[src/logic/tart_acq_pkg.sv]
package tart_acq_pkg;

   // antenna sample and sample buffer geometry
   localparam int SAMPLE_WIDTH   = 24;
   localparam int BUF_ADDR_WIDTH = 9;

   // sdram command port
   localparam int SDRAM_ADDR_WIDTH = 24;
   localparam int SDRAM_DATA_WIDTH = 32;

   typedef enum logic [2:0] {
      aq_waiting         = 3'd0,
      aq_buffer_to_sdram = 3'd1,
      tx_writing         = 3'd2,
      tx_idle            = 3'd3,
      finished           = 3'd4
   } acq_state_t;

   // only meaningful while cmd_enable is high
   typedef struct packed {
      logic                        wr;
      logic [SDRAM_ADDR_WIDTH-1:0] address;
      logic [SDRAM_DATA_WIDTH-1:0] data;
   } sdram_cmd_t;

   // read data, valid for a single cycle
   typedef struct packed {
      logic                        valid;
      logic [SDRAM_DATA_WIDTH-1:0] data;
   } sdram_rdback_t;

endpackage

[src/logic/readout_capture.sv]
`timescale 1ns/10ps

module readout_capture (
   input  logic                                      rst,
   input  logic                                      bb_clk,
   input  tart_acq_pkg::sdram_rdback_t               rdback,
   input  logic                                      spi_buffer_read_complete,
   output logic [tart_acq_pkg::SDRAM_DATA_WIDTH-1:0] tx_word,
   output logic                                      tx_valid
);

   // hold the returned word for the spi shifter
   always_ff @(posedge bb_clk)
   begin
      if (rdback.valid)
         tx_word <= rdback.data;
   end

   // level stays up until the spi side has shifted the word out
   always_ff @(posedge bb_clk or posedge rst)
   begin
      if (rst)
      begin
         tx_valid <= 1'b0;
      end
      else
      begin
         if (rdback.valid)
            tx_valid <= 1'b1;
         else if (spi_buffer_read_complete)
            tx_valid <= 1'b0;
      end
   end

   // scheduler only issues the next read after the spi side released the word,
   // so new data must never land on a word still being sent
   no_overwrite: assert property (@(posedge bb_clk) disable iff (rst)
      tx_valid |-> !rdback.valid);

endmodule

[config.mk]
export PLATFORM = sky130hd
export DESIGN_NAME = readout_capture
export DESIGN_NICKNAME = d
export VERILOG_FILES = /design/src/logic/tart_acq_pkg.sv /design/src/logic/readout_capture.sv
export SDC_FILE = /design/constraint.sdc
export NUM_CORES = 1
export LEC_CHECK = 0
export ABC_AREA = 1
export ABC_CLOCK_PERIOD_IN_PS = 800
export BUFFER_PORTS_ARGS = -buffer_cell sky130_fd_sc_hd__buf_2
export CORE_UTILIZATION = 35
export CTS_CLUSTER_DIAMETER = 40
export CTS_CLUSTER_SIZE = 12
export DETAILED_ROUTE_END_ITERATION = 16
export PLACE_DENSITY = 0.7
export SETUP_SLACK_MARGIN = 0.2
export SLEW_MARGIN = 20
export SYNTH_ARGS = -nofsm -noshare
export SYNTH_HDL_FRONTEND = slang
export SYNTH_SLANG_ARGS = --single-unit
[constraint.sdc]
create_clock -name bb_clk -period 0.8 [get_ports bb_clk]
set_input_delay 0.04 -clock bb_clk [delete_from_list [all_inputs] [get_ports bb_clk]]
set_output_delay 0.04 -clock bb_clk [all_outputs]
set_load 0.05 [all_outputs]
==> flow_results.org <==
** Flow run
- The tool flagged a number of max-cap violations equal to 0.

** Logic synthesis
- Of the post-synthesis cell area, the part taken by muxes is 0.
- Largest area contributor in the synthesized netlist :: sky130_fd_sc_hd__edfxtp_1
- Number of distinct library cell variants in the gate-level netlist after synthesis :: 4
- Synthesis produced a netlist whose cell count is 38.
- When the netlist entered floorplanning its net count stood at between 70 and 80.
- Cell types with the largest area share after synthesis :: sky130_fd_sc_hd__edfxtp_1 (96%), sky130_fd_sc_hd__dfrtp_1 (2.5%), sky130_fd_sc_hd__inv_1 (1.1%)
- Of the post-synthesis cell area, the dominant cell type holds 0.956.
- After synthesis, the largest family of logic cells by area is buffers and inverters.
- Synth Area in Simple Gates :: 0.00747
- Of the total synthesized cell area, the portion taken by XOR and XNOR cells is 0.
- Synthesis Warnings :: 0
- Fraction of the mapped netlist area in compound gates :: 0
- The share of the Yosys chip area taken by registers is 0.981.
- In this run the mean area of a mapped cell was 26.4 um^2.
- Of the total synthesized cell area, the portion taken by full adders, half adders and majority gates is 0.
- In this run, synthesis produced a sequential element count of 33.
- The synthesized netlist occupies a cell area of ~0.0010 mm^2.

** Clock tree
- Clock latency on the worst-skew pair, taken at its later pin, is 0.32 ns.
- Clock-pin transition on the worst setup and hold timing paths :: roughly 0.12 ns
- CTS Buffer Depth :: 2
- TritonCTS built the clock tree.
- Number of sinks on the clock net :: 33
- CTS built an H-tree with a depth of 2.
- The tree is rooted in a sky130_fd_sc_hd__clkbuf_4.
- Number of buffers added by the clock tree synthesis step :: 5

** Timing
- In the finished design, the share of the clock period the worst path needs comes to 1.30.
- Setup total negative slack :: -4.69 ns
- Subtracting the final worst setup slack from the clock period gives between 1 and 1.5 ns.
- Setup Skew :: 0 ns
- For the pin with the worst max-slew slack, the measured transition is about 0.17 ns.
- Tightest slew margin relative to the limit :: 0.885
- The number of hold violations in the final report is 0.
- Hold is met by ~0.067 ns.
- Pins over their slew limit :: 0
- Fmax :: ~960 MHz
- Setup violations remaining at the end of the flow were counted as 33.
- Setup repair after global routing missed its margin :: yes
- Setup slack on the critical path of the routed design comes to -0.242 ns.

** Global route
- The number of antenna violations at the first check in global routing came to 0.
- The via count of the first global-routing pass came to between 800 and 900.
- The first global-routing pass estimated 4360 um of wire.
- Remaining global-route overflow :: 0
- Tot GR Track Use :: 0.200
- Largest net degree at the start of global routing :: 21

** Power and ir drop
- For this design the static power due to leakage is 0.971 nW.
- Dividing total power by cell area gives a power density of 2130 mW/mm^2.
- Maximum vdd ir drop :: slightly below 0.002 V
- Sum of internal, switching and leakage power :: around 4.4 mW

** Critical path
- Worst R2R End :: tx_valid$_DFFE_PP0P_
- Data on the critical path is required at its endpoint by about 0.76 ns.
- Broken down by cell family, the worst path's largest delay share belongs to flip-flops.
- Arr. time, crit path :: 1.00 ns
- STA classifies the critical path endpoint as a primary output.
- In this design, the stage delay of the slowest critical-path cell is ~0.48 ns.
- Crit start category :: register
- The critical path is of the register to primary output type.
- Launching instance or port of the critical path :: tx_word[0]$_DFFE_PP_
- Worst path depth :: 1
- Buffer and inverter count on the worst path :: 1
- The critical path ends at tx_word[0].
- Traced cell by cell, the critical path runs through buf_6.
- Along the worst path, the maximum fanout reaches 1.
- Reg2reg start :: tx_valid$_DFFE_PP0P_
- On the critical path, the stage with the largest delay is an instance of sky130_fd_sc_hd__edfxtp_1.
- Setup slack, reg-to-reg :: around 0.17 ns
- Length in cells of the worst reg-to-reg path :: 2

** Cells and area
- In the final layout, the share of cells above drive strength 1 is 0.513.
- For this run, the post-layout net count is roughly 190.
- Diode count :: 0
- For this run, the share of the core covered by cells in the final layout is 0.758.
- Most common cell after layout, fill and taps aside :: sky130_fd_sc_hd__buf_2
- Total of fill cells in the finished design :: roughly 150
- Compared with the post-synthesis result, the final layout area differs by 106%.
- Most used cells in the layout excluding fill and tap cells :: sky130_fd_sc_hd__buf_2 (35), sky130_fd_sc_hd__buf_6 (33), sky130_fd_sc_hd__edfxtp_1 (32), sky130_fd_sc_hd__dlygate4sd3_1 (24), sky130_fd_sc_hd__dlymetal6s4s_1 (10)

** Floorplan
- Die width :: ~56 um
- The die is between 50 and 60 um tall.
- between 60 and 70 I/O pins were placed.
- For this configuration, the core starts out at a cell density of 0.368.
- Area of the die :: between 0.003 and 0.004 mm^2
- Placement row count :: 19
- The region available for standard cell placement spans about 0.0027 mm^2.

** Detailed routing
- Detail-routed via count per cell :: around 4.5
- Routed length per instance :: about 18 um
- The first detailed-routing pass took 4 iterations.
- For this block, the via count after detailed routing is 823.
- Total Routed Length :: ~3200 um
- In this run, the number of DRC markers left after iteration 0 of detailed routing was 42.
- In the routed design, unresolved DRC markers number 0.
- Once detail routing completed, the nets flagged for antenna violations numbered 0.

** Run status
- The checks that failed: setup timing.
- The flow ran to the end, but the final reports show violations.

** Place
- Count of buffers from port buffering :: just under 70
- The congestion estimate from routability-driven global placement came to roughly 0.72.
- Hpwl dp :: approximately 1400 um
- Before CTS, the worst setup slack after placement is 0.143 ns.

** Min path
- The worst hold path belongs to the class primary input to register.
-- stage by stage --
stage | cells | cell area [um^2]
2_1_floorplan | 38 | 1010
3_3_place_gp | 139 | 1430
3_5_place_dp | 139 | 1430
4_1_cts | 180 | 2040
5_1_grt | 181 | 2070
6_report | 181 | 2070
-- worst min path at each step --
| stage | start | to | slack (ns) | depth (start not counted) |
|---|---|---|---|---|
| final | rdback[31] | tx_word[31]$_DFFE_PP_ | 0.07 | 2 |
| after global routing | rdback[7] | tx_word[7]$_DFFE_PP_ | 0.06 | 2 |
| after CTS | rdback[13] | tx_word[13]$_DFFE_PP_ | -0.10 | 1 |
| after detailed placement | rst | tx_valid$_DFFE_PP0P_ | -0.12 | 2 |
| after global placement | rst | tx_valid$_DFFE_PP0P_ | -0.13 | 2 |
| after floorplan | rst | tx_valid$_DFFE_PP0P_ | -0.23 | 1 |
-- cells in the mapped netlist --
| cell type | number |
|---|---|
| sky130_fd_sc_hd__dfrtp_1 | 1 |
| sky130_fd_sc_hd__nand2_1 | 2 |
| sky130_fd_sc_hd__edfxtp_1 | 32 |
| sky130_fd_sc_hd__inv_1 | 3 |
-- layer usage --
layer  wire length [um]  GRT usage
met5                  0          0
met4                 53     0.0750
met3                298     0.0907
met2               1660      0.327
met1               1210      0.230
-- flip-flops by register name (all words and copies together), names as in the netlist --
register  flops
tx_word      32
tx_valid      1
-- power by group --
| part | internal [mW] | switching (mW) | leakage (nW) | total (mW) |
|---|---|---|---|---|
| clock | 0.651 | 0.571 | 0.0399 | 1.22 |
| sequential | 2.05 | 0.0756 | 0.323 | 2.12 |
| combinational | 0.440 | 0.618 | 0.608 | 1.06 |
-- logic make-up after synthesis --
family                 count (synthesis)
and+or+nand+nor                        2
DFF                                   33
buffers and inverters                  3
-- layout make-up --
type / count / area (um^2) / area share
clock inverters: 2 / 33.8 / 0.0163
clock buffers: 6 / 41.3 / 0.0199
inverters: 3 / 11.3 / 0.00543
multi-input cells: 2 / 7.51 / 0.00362
well taps: 31 / 38.8 / 0.0187
repair buffers: 104 / 952 / 0.460
flip-flops and latches: 33 / 987 / 0.476
-- repair_timing --
action                                  4_1_cts  5_1_grt
resized for setup                            66       10
endpoints found under the hold margin        34        1
hold buffers                                 33        1
endpoints found under the setup margin       34       44
pin swaps                                     0        0
buffers inserted                              0        0
(Power assumes the default switching activity.)
