File: src/logic/tart_acq_pkg.sv
package tart_acq_pkg;

   // antenna sample and sample buffer geometry
   localparam int SAMPLE_WIDTH   = 24;
   localparam int BUF_ADDR_WIDTH = 9;

   // sdram command port
   localparam int SDRAM_ADDR_WIDTH = 24;
   localparam int SDRAM_DATA_WIDTH = 32;

   typedef enum logic [2:0] {
      aq_waiting         = 3'd0,
      aq_buffer_to_sdram = 3'd1,
      tx_writing         = 3'd2,
      tx_idle            = 3'd3,
      finished           = 3'd4
   } acq_state_t;

   // only meaningful while cmd_enable is high
   typedef struct packed {
      logic                        wr;
      logic [SDRAM_ADDR_WIDTH-1:0] address;
      logic [SDRAM_DATA_WIDTH-1:0] data;
   } sdram_cmd_t;

   // read data, valid for a single cycle
   typedef struct packed {
      logic                        valid;
      logic [SDRAM_DATA_WIDTH-1:0] data;
   } sdram_rdback_t;

endpackage

File: src/logic/acq_scheduler.sv
`timescale 1ns/10ps

module acq_scheduler #(
   parameter int FILL_WORDS_LOG2 = 24
) (
   input  logic                                    rst,
   input  logic                                    bb_clk,
   input  logic [tart_acq_pkg::BUF_ADDR_WIDTH-1:0] wr_ptr_bb,
   input  logic [tart_acq_pkg::SAMPLE_WIDTH-1:0]   rd_data,
   input  logic                                    cmd_ready,
   input  logic                                    spi_buffer_read_complete,
   output logic [tart_acq_pkg::BUF_ADDR_WIDTH-1:0] rd_addr,
   output logic                                    cmd_enable,
   output tart_acq_pkg::sdram_cmd_t                cmd,
   output tart_acq_pkg::acq_state_t                acq_state
);
   import tart_acq_pkg::*;

   // one extra bit whose msb flags full (fill) or done (read)
   logic [FILL_WORDS_LOG2:0] fill_ptr;
   logic [FILL_WORDS_LOG2:0] read_ptr;

   logic fire_write;
   logic fire_read;

   assign fire_write = (acq_state == aq_buffer_to_sdram) && cmd_ready;
   assign fire_read  = (acq_state == tx_writing) && cmd_ready;

   always_ff @(posedge bb_clk or posedge rst)
   begin
      if (rst)
      begin
         acq_state  <= aq_waiting;
         cmd_enable <= 1'b0;
         rd_addr    <= '0;
         fill_ptr   <= '0;
         read_ptr   <= '0;
      end
      else
      begin
         // enable is a single cycle pulse
         cmd_enable <= 1'b0;
         case (acq_state)
            aq_waiting:
            begin
               if (fill_ptr[FILL_WORDS_LOG2])
                  acq_state <= tx_writing;
               else if (rd_addr != wr_ptr_bb)
                  acq_state <= aq_buffer_to_sdram;
            end
            aq_buffer_to_sdram:
            begin
               if (fire_write)
               begin
                  cmd_enable <= 1'b1;
                  rd_addr    <= rd_addr + 1'b1;
                  fill_ptr   <= fill_ptr + 1'b1;
                  acq_state  <= aq_waiting;
               end
            end
            tx_writing:
            begin
               if (fire_read)
               begin
                  cmd_enable <= 1'b1;
                  read_ptr   <= read_ptr + 1'b1;
                  acq_state  <= tx_idle;
               end
            end
            tx_idle:
            begin
               if (read_ptr[FILL_WORDS_LOG2])
                  acq_state <= finished;
               else if (spi_buffer_read_complete)
                  acq_state <= tx_writing;
            end
            finished:
            begin
               acq_state <= finished;
            end
            default:
            begin
               acq_state <= aq_waiting;
            end
         endcase
      end
   end

   // command payload captured alongside the enable pulse
   always_ff @(posedge bb_clk)
   begin
      if (fire_write)
      begin
         cmd.wr      <= 1'b1;
         cmd.address <= SDRAM_ADDR_WIDTH'(fill_ptr[FILL_WORDS_LOG2-1:0]);
         cmd.data    <= SDRAM_DATA_WIDTH'(rd_data);
      end
      else if (fire_read)
      begin
         cmd.wr      <= 1'b0;
         cmd.address <= SDRAM_ADDR_WIDTH'(read_ptr[FILL_WORDS_LOG2-1:0]);
         cmd.data    <= '0;
      end
   end

   // sdram side expects a gap after every command
   cmd_single_pulse: assert property (@(posedge bb_clk) disable iff (rst)
      cmd_enable |=> !cmd_enable);

   // no commands once finished
   finished_quiet: assert property (@(posedge bb_clk) disable iff (rst)
      (acq_state == finished) |-> !cmd_enable);

endmodule

File: config.mk
export PLATFORM = sky130hd
export DESIGN_NAME = acq_scheduler
export DESIGN_NICKNAME = d
export VERILOG_FILES = /design/src/logic/tart_acq_pkg.sv /design/src/logic/acq_scheduler.sv
export SDC_FILE = /design/constraint.sdc
export NUM_CORES = 1
export LEC_CHECK = 0
export BUFFER_PORTS_ARGS = -buffer_cell sky130_fd_sc_hd__buf_4
export CAP_MARGIN = 30
export CORE_ASPECT_RATIO = 2
export CORE_MARGIN = 5
export CORE_UTILIZATION = 54
export CTS_CLUSTER_DIAMETER = 100
export CTS_CLUSTER_SIZE = 28
export DETAILED_ROUTE_END_ITERATION = 10
export PLACE_DENSITY = 0.79
export SLEW_MARGIN = 20
export SYNTH_ARGS = -nofsm -noshare
export SYNTH_HDL_FRONTEND = slang
export SYNTH_SLANG_ARGS = --single-unit
export TNS_END_PERCENT = 100
File: constraint.sdc
create_clock -name bb_clk -period 5.8 [get_ports bb_clk]
set_input_delay 0.58 -clock bb_clk [delete_from_list [all_inputs] [get_ports bb_clk]]
set_output_delay 0.58 -clock bb_clk [all_outputs]
set_load 0.05 [all_outputs]
==> results by group, run 1 <==
GRT
  • Remaining Overflow, GRT: 0
  • Vias in the first global route: 3413
  • Total track usage: 19.2%
  • Largest net degree at the start of global routing: 68
  • Initial antenna violation count: 0
  • First-pass GRT wire length: 16900 um

Logic synthesis
  • Top cells by count, synth: dfrtp_1 (63), edfxtp_1 (48), xor2_1 (34)
  • Synth Register Bits: 112
  • Ys flop type: dfrtp_1
  • Synth Instances: 383
  • Post-synth top area share: 31.3%
  • Synth warnings: 0
  • Post-synthesis async set-or-reset flop share: 56.3%
  • Number of distinct library cells after synthesis: 42
  • Most frequent cell after synthesis: dfrtp_1
  • Seq/Total Area, Yosys: 60.3%
  • Post-synth EDFFs: 48
  • Synth top area cells: dfrtp_1 (31%), edfxtp_1 (29%), xor2_1 (5.9%)
  • Yosys top cell by area: dfrtp_1
  • Avg Synthesized Cell Area: 13.2 sq um
  • Netlist Area Pre-Place: 5040 sq um

CTS
  • Htree depth: 3
  • Cts-stage hold buffer count: 0
  • Clock tree buffer depth: 2
  • CTS Buf Count: 9
  • CTS tree: built
  • Worst-path clk slew: 0.07 ns
  • Clk_lat worst skew: 0.35 ns
  • Root buffer cell: clkbuf_16
  • Post-cts sizing count: 0
  • TritonCTS Sinks: 112
  • Post-CTS Repair Setup Buffers: 0

Placed design
  • GP Congestion: 0.818
  • Post-detail-place hpwl: 7590 um
  • Placed insts: 575
  • Port-buffer cells: 98

Drt
  • Final wirelength: 10400 um
  • Antenna viol nets, final: 0
  • Average vias per placed instance: 5.44
  • Drt wl/cell: 17.6 um
  • DRT Pass-1 Iters: 4
  • Iteration-0 DRC Markers: 266
  • Vias post-DR: 3223
  • DRC errors left: 0

Floorplanning
  • DIE WIDTH: 78.3 um
  • # rows: 50
  • Starting density of the core: 54.4%
  • Ports: 107
  • Die area: 11500 sq um
  • Die H: 147 um
  • CORE AREA: 9260 sq um

Setup path
  • CP max stage cell: and4bb_4
  • R2r worst-path depth: 4
  • CP arrival: 2.71 ns
  • CP endpoint kind: flip-flop
  • R2r setup slk: 3.35 ns
  • Maximum fanout along the worst path: 67
  • Reg2reg end: fill_ptr[18]
  • Critical Path End: fill_ptr[18]
  • Delay-heaviest family, CP: simple AND/OR/NAND/NOR gates
  • Path length in cells of the critical path: 4
  • CP startpoint: acq_state[2]
  • CP Class: reg -> reg
  • CP Cell Sequence: and4bb_4 > nand4_2 > nor3_1 > xor2_1
  • CP bufs+invs: 0
  • Crit start category: flip-flop
  • Worst Path Required: 6.07 ns
  • FF-to-FF Start: acq_state[2]
  • Crit-path max cell delay: 0.97 ns

STA
  • Final setup fails: 0
  • Slew HR: 43.2%
  • Worst Skew: 0.00390 ns
  • Max Clock Freq: 409 MHz
  • RSZ-0062 raised after global routing: no
  • Final Hold Fails: 0
  • Worst-Margin Slew: 0.853 ns
  • Setup_tns: 0 ns
  • Final Cycle Share: 42.2%
  • Tmin final: 2.45 ns
  • Final slew viol count: 0

Flow run
  • Max Cap Viol: 0

Cells and area
  • Layout cell share with drive strength beyond 1: 32.4%
  • Post-Route Utilization: 66.3%
  • Area Growth Syn to Fin: 21.8%
  • Diode count: 0
  • Layout Nets: 523
  • Fin cells: 592
  • # fillers: 707

Worst hold path
  • Hold Path Class: in -> async

Power and ir drop
  • Leakage: 0.00283 uW
  • Peak supply drop: 0.286 mV
  • Pwr dens: 403 nW/um^2

Outcome
  • Status: finished clean
final cells by class:
type / count / area [sq um] / share of cell area, %
Clock inverter: 3 / 40.0 / 0.652
Inverter: 10 / 37.5 / 0.611
Sequential cell: 112 / 3040 / 49.5
Tap cell: 104 / 130 / 2.12
Multi-Input combinational cell: 249 / 1880 / 30.6
Timing Repair Buffer: 101 / 758 / 12.3
Clock buffer: 13 / 260 / 4.24
worst reg2reg max path: stages (launching register included):
cell and delay, ns:
dfrtp_1 0.50, and4bb_4 0.97, nand4_2 0.38, nor3_1 0.34
xor2_1 0.18
kinds of logic after synthesis:
| logic type | count (synthesis) | synth area share, % |
|---|---|---|
| other | 1 | 0.0744 |
| multiplexers | 24 | 5.36 |
| adder cells (fa/ha/maj) | 3 | 0.745 |
| AND/OR/NAND/NOR | 139 | 17.9 |
| AO/OA/AOI/OAI | 9 | 1.09 |
| XOR/XNOR | 66 | 11.5 |
| buffers and inverters | 29 | 3.10 |
| flip-flops | 112 | 60.3 |
flip-flops by register name, summed over array words and instances (netlist names):
signal / count
cmd: 49
fill_ptr: 25
read_ptr: 25
rd_addr: 9
acq_state: 3
cmd_enable: 1
report_power, final:
part	switching [uW]	internal, uW	leakage, uW
registers	97.1	975	0.00131
clock network	264	357	0.000150
logic	533	247	0.00137
cell usage in the layout (no fill, tap or decap), drive strengths merged, types with 2 or more instances in the layout:
cell type	synthesis	layout
edfxtp	48	48
nor2	14	14
nor3	14	14
and3	4	4
clkinv	0	2
nand4	18	18
dfrtp	63	63
nor3b	3	3
xnor2	32	32
mux2	24	24
inv	10	10
clkbuf	3	13
nand2	20	20
and4	10	10
nand3	16	16
and4bb	3	3
o21ai	4	4
conb	1	8
xor2	34	34
nor4	7	7
and2	25	25
nand2b	2	2
buf	16	101
ha	3	3
per-layer routing:
metal  track usage, %  part of all wire, %  routed length, um  up-vias
met5                0                    0                  0        -
met4             10.1                  3.3                348        0
met2             35.6                   59               6150       81
met3             3.89                  3.8                397       21
li1                 -                    -                  -     1537
met1             19.9                   34               3550     1584
how the worst min path moves through the flow:
stage                       startpoint      endpoint  slack [ns]  depth (start not counted)
after floorplan           fill_ptr[24]  fill_ptr[24]        0.44                          1
after global placement         cmd[56]       cmd[56]        0.47                          2
after detailed placement   read_ptr[7]   read_ptr[7]        0.47                          1
after CTS                  read_ptr[7]   read_ptr[7]        0.48                          1
after global routing       rd_data[16]       cmd[16]        0.50                          2
final                              rst  acq_state[2]        0.45                          3
per-stage QoR:
step / hold slack (ns) / setup slack (ns) / area [sq um] / total power [uW]
after floorplan: 0.443 / 0.801 / 5070 / 1660
after global placement: 0.466 / 3.39 / 5830 / 1860
after detailed placement: 0.472 / 3.31 / 5830 / 1870
after CTS: 0.485 / 3.33 / 6130 / 2490
after global routing: 0.500 / 3.12 / 6140 / 2580
final: 0.451 / 3.35 / 6140 / 2470
Note: power is estimated with default switching activity, not from simulation.
==> run 2, diff against run 1 <==
- ABC_AREA: not set -> 1
- CORE_UTILIZATION: 54 -> 50
- PLACE_DENSITY: 0.79 -> 0.76
- clock period: 5.8 -> 2.2 ns (I/O delays scaled with it)
==> results by group, run 2 <==
Outcome
  • Status: finished clean

GRT
  • Total track usage: 19.7%
  • Remaining Overflow, GRT: 0
  • Initial antenna violation count: 0
  • Largest net degree at the start of global routing: 40
  • First-pass GRT wire length: 21100 um
  • Vias in the first global route: 4288

Logic synthesis
  • Post-synth top area share: 28.5%
  • Seq/Total Area, Yosys: 54.9%
  • Top cells by count, synth: nand2_1 (184), inv_1 (89), nor2_1 (65)
  • Post-synthesis async set-or-reset flop share: 56.3%
  • Number of distinct library cells after synthesis: 28
  • Post-synth EDFFs: 48
  • Yosys top cell by area: dfrtp_1
  • Synth warnings: 0
  • Synth Instances: 620
  • Netlist Area Pre-Place: 5530 sq um
  • Most frequent cell after synthesis: nand2_1
  • Synth Register Bits: 112
  • Ys flop type: dfrtp_1
  • Avg Synthesized Cell Area: 8.92 sq um
  • Synth top area cells: dfrtp_1 (29%), edfxtp_1 (26%), nand2_1 (12%)

Floorplanning
  • Starting density of the core: 50.8%
  • # rows: 54
  • DIE WIDTH: 84.4 um
  • Die H: 159 um
  • Ports: 107
  • Die area: 13400 sq um
  • CORE AREA: 10900 sq um

STA
  • Setup_tns: 0 ns
  • Slew HR: 62.1%
  • Final Cycle Share: 85.2%
  • PnR worst setup slack: 0.325 ns
  • Worst Skew: 0.0103 ns
  • Final Hold Fails: 0
  • Worst-Margin Slew: 0.568 ns
  • Max Clock Freq: 533 MHz
  • Final slew viol count: 0
  • Hold_ws: 0.171 ns
  • Tmin final: 1.88 ns
  • RSZ-0062 raised after global routing: no
  • Final setup fails: 0

Cells and area
  • Commonest cells after routing, fill and taps aside: nand2_1 (183), buf_4 (102), inv_1 (88), nor2_1 (65), dfrtp_1 (63)
  • Largest regs: cmd x49, fill_ptr x25, read_ptr x25
  • Layout Nets: 766
  • Fin cells: 871
  • Largest register FFs: 49
  • Largest Register: cmd
  • Layout cell share with drive strength beyond 1: 21.1%
  • # fillers: 937
  • Diode count: 0
  • Commonest non-fill, non-tap cell in the layout: nand2_1
  • Area Growth Syn to Fin: 21.7%
  • Fin area: 6730 sq um

Placed design
  • Port-buffer cells: 98
  • Placed cell areas: 6450 sq um
  • Worst slack, placed: 0.325 ns
  • GP Congestion: 0.912
  • Placed insts: 854
  • Post-detail-place hpwl: 9930 um

CTS
  • Cts-stage hold buffer count: 1
  • CTS Buf Count: 9
  • TritonCTS Sinks: 112
  • Htree depth: 3
  • CTS tree: built
  • Clk_lat worst skew: 0.35 ns
  • Root buffer cell: clkbuf_16
  • Post-CTS Repair Setup Buffers: 0
  • Worst-path clk slew: 0.07 ns
  • Clock tree buffer depth: 2
  • Post-cts sizing count: 0

Power and ir drop
  • Peak supply drop: 0.554 mV
  • Pwr dens: 959 nW/um^2
  • Leakage: 0.00329 uW

Worst hold path
  • WHS Endpoint: cmd[22]
  • Hold Path Class: in -> reg
  • Worst Hold Launch: rd_data[22]
  • Worst hold stages: 3

Setup path
  • Reg2reg end: fill_ptr[19]
  • R2r setup slk: 0.32 ns
  • Delay-heaviest family, CP: simple AND/OR/NAND/NOR gates
  • Crit-path max cell delay: 0.47 ns
  • Maximum fanout along the worst path: 31
  • Path length in cells of the critical path: 9
  • CP arrival: 2.11 ns
  • Cell mode on critical path: nand2_1
  • R2r worst-path depth: 9
  • CP endpoint kind: flip-flop
  • CP bufs+invs: 1
  • CP Class: reg -> reg
  • Worst Path Required: 2.44 ns
  • FF-to-FF Start: acq_state[1]
  • CP max stage cell: dfrtp_1
  • CP Cell Sequence: nor2_2 > nand3_4 > buf_12 > nor2_4 > nand2_2 > nor2_4 > nand2_1 > nand2_1 > nand2_1
  • Crit start category: flip-flop

Drt
  • Drt wl/cell: 14.7 um
  • Antenna viol nets, final: 0
  • Iteration-0 DRC Markers: 223
  • Final wirelength: 12800 um
  • DRT Pass-1 Iters: 4
  • Average vias per placed instance: 4.92
  • Vias post-DR: 4285
  • DRC errors left: 0

Flow run
  • Max Cap Viol: 0
run 2: cells by family (layout without fill, tap and decap cells):
group | after synthesis | count (layout) | share of synthesized area, %
AOI/OAI and AO/OA | 21 | 21 | 1.90
xor gates and xnor gates | 46 | 46 | 7.28
adders and majority gates | 3 | 3 | 0.679
buffers and inverters | 109 | 213 | 8.28
DFF | 112 | 112 | 54.9
other | 1 | 8 | 0.0678
and+or+nand+nor | 328 | 328 | 26.9
run 2: cell type report:
cell class	count	area [sq um]	share of cell area, %
Clock buffer	9	225	3.35
Clock inverter	7	47.5	0.706
Inverter	91	342	5.07
Multi-Input combinational cell	406	2070	30.7
Sequential cell	112	3040	45.1
Tap cell	140	175	2.60
Timing Repair Buffer	106	836	12.4
run 2: power breakdown:
part	leakage [uW]	internal, uW	switching (uW)
Clock	0.000129	768	739
Combinational	0.00192	606	1560
Sequential	0.00124	2570	215
Total	0.00329	3940	2510
run 2: stage by stage:
step                total power [uW]  util (%)
floorplan                       4330         -
global placement                4950      59.3
detailed placement              5010      59.3
CTS                             6510      61.9
global route                    6760      61.9
finish                          6460      61.9
run 2: worst min-delay path, delay by kind of cell:
family | cells | cell delay (ns)
buffers and inverters | 2 | 0.11
and+or+nand+nor | 1 | 0.08
run 2: metal layers:
| metal | vias up | GRT usage (%) | part of all wire, % | wire (um) |
|---|---|---|---|---|
| met5 | - | 0 | 0 | 0 |
| met1 | 2037 | 22.4 | 37 | 4740 |
| li1 | 2115 | - | - | - |
| met3 | 22 | 3.73 | 4.4 | 562 |
| met2 | 111 | 35.5 | 55 | 7070 |
| met4 | 0 | 8.14 | 3.4 | 435 |
run 2: worst max-delay path by stage:
stage	start	end	slack (ns)
finish	acq_state[1]	fill_ptr[19]	0.32
global route	acq_state[1]	fill_ptr[20]	0.18
CTS	acq_state[1]	fill_ptr[19]	0.32
detailed placement	acq_state[1]	fill_ptr[19]	0.32
global placement	acq_state[1]	fill_ptr[18]	0.41
floorplan	acq_state[0]	cmd[0]	0.01
==> run 3, diff against run 2 <==
- ABC_AREA: 1 -> 0
- CORE_UTILIZATION: 50 -> 49
- SLEW_MARGIN: 20 -> not set
==> results by group, run 3 (same netlist as run 1, synthesis figures left out) <==
Drt
  • Iteration-0 DRC Markers: 210
  • Final wirelength: 11000 um
  • Antenna viol nets, final: 0
  • DRT Pass-1 Iters: 4
  • Drt wl/cell: 17.5 um
  • Vias post-DR: 3251
  • DRC errors left: 0
  • Average vias per placed instance: 5.18

Flow run
  • Max Cap Viol: 0

Power and ir drop
  • Peak supply drop: 0.916 mV
  • Internal power: 4160 uW
  • Logic pwr share: 32.6%
  • Clock network fraction of design power: 24.1%
  • Sequential share of power: 43.3%
  • Switching share of power: 37.0%
  • P_sw: 2440 uW
  • Leakage: 0.00285 uW
  • Pwr dens: 1060 nW/um^2

CTS
  • CTS Buf Count: 9
  • Clk_lat worst skew: 0.35 ns
  • Clock tree buffer depth: 2
  • Post-cts sizing count: 0
  • TritonCTS Sinks: 112
  • Root buffer cell: clkbuf_16
  • Cts-stage hold buffer count: 1
  • Htree depth: 3
  • CTS tree: built
  • Worst-path clk slew: 0.07 ns
  • Post-CTS Repair Setup Buffers: 0

Setup path
  • Delay-heaviest family, CP: simple AND/OR/NAND/NOR gates
  • Maximum fanout along the worst path: 52
  • CP Cell Sequence: and4bb_4 > buf_12 > nand4_4 > nor3_2 > xor2_1
  • Crit start category: flip-flop
  • CP endpoint kind: flip-flop
  • Crit-path max cell delay: 0.50 ns
  • CP arrival: 2.13 ns
  • R2r setup slk: 0.34 ns
  • CP max stage cell: dfrtp_1
  • CP startpoint: acq_state[2]
  • FF-to-FF Start: acq_state[2]
  • CP Class: reg -> reg
  • CP bufs+invs: 1
  • Worst Path Required: 2.47 ns

GRT
  • Largest net degree at the start of global routing: 53
  • Total track usage: 18.8%
  • Initial antenna violation count: 0
  • Remaining Overflow, GRT: 0
  • First-pass GRT wire length: 17800 um
  • Vias in the first global route: 3494

Cells and area
  • Largest register FFs: 49
  • Largest regs: cmd x49, fill_ptr x25, read_ptr x25
  • Area Growth Syn to Fin: 23.9%
  • Fin cells: 628
  • Layout cell share with drive strength beyond 1: 32.9%
  • Largest Register: cmd
  • Post-Route Utilization: 61.9%
  • Commonest non-fill, non-tap cell in the layout: buf_4
  • Footprint of the multi-input gates: 1900 sq um
  • Commonest cells after routing, fill and taps aside: buf_4 (104), dfrtp_1 (61), edfxtp_1 (48), xor2_1 (34), xnor2_1 (31)
  • Layout Nets: 528
  • # fillers: 798
  • Diode count: 0
  • FF+latch area: 3040 sq um

Placed design
  • Post-detail-place hpwl: 8180 um
  • Worst slack, placed: 0.323 ns
  • Port-buffer cells: 98
  • Placed insts: 611
  • GP Congestion: 0.828

Floorplanning
  • # rows: 52
  • Ports: 107
  • DIE WIDTH: 81.7 um
  • Starting density of the core: 50.0%
  • CORE AREA: 10100 sq um
  • Die area: 12500 sq um
  • Die H: 153 um

Worst hold path
  • Worst Hold Launch: rd_data[0]
  • Hold Path Class: in -> reg

Outcome
  • Status: finished clean

STA
  • Worst Skew: 0.00687 ns
  • Final Cycle Share: 84.6%
  • Final slew viol count: 0
  • Final Hold Fails: 0
  • PnR worst setup slack: 0.338 ns
  • Max Clock Freq: 537 MHz
  • Final setup fails: 0
  • Tmin final: 1.86 ns
  • RSZ-0062 raised after global routing: no
## run 3: path summary, 6_finish.rpt
check | to | cells past startpoint
max | fill_ptr[19] | 5
min | cmd[0] | 2
max reg2reg | fill_ptr[19] | 5
min reg2reg | fill_ptr[24] | 1
max in group asynchronous | acq_state[0] | 4
min in group asynchronous | cmd_enable | 3
## run 3: stage by stage
stage / cell area (sq um) / setup TNS (ns) / hold slack [ns] / power (uW)
after floorplan: 5110 / -16.35 / 0.378 / 4400
after global placement: 5950 / 0 / 0.247 / 5020
after detailed placement: 5950 / 0 / 0.264 / 5070
after CTS: 6240 / 0 / 0.139 / 6660
after global routing: 6240 / 0 / 0.143 / 6870
final: 6240 / 0 / 0.145 / 6600
## run 3: per-layer routing
metal,track usage [%],up-vias,wire (um)
li1,-,1552,-
met1,20.6,1595,3780
met2,34.5,86,6510
met3,4.00,18,435
met4,6.58,0,263
met5,0,-,0
## run 3: power by group through the flow
stage	clock [uW]	combinational, uW	sequential, uW
floorplan	0	707	3690
global placement	0	2130	2890
detailed placement	0	2170	2900
CTS	1620	2180	2860
global route	1700	2270	2900
finish	1590	2150	2860
## run 3: area by class of cell
type	count	area share, %
flip-flops and latches	112	48.7
multi-input cells	249	30.5
repair buffers	106	13.0
clock buffers	12	3.79
well taps	135	2.71
clock inverters	4	0.741
inverters	10	0.601
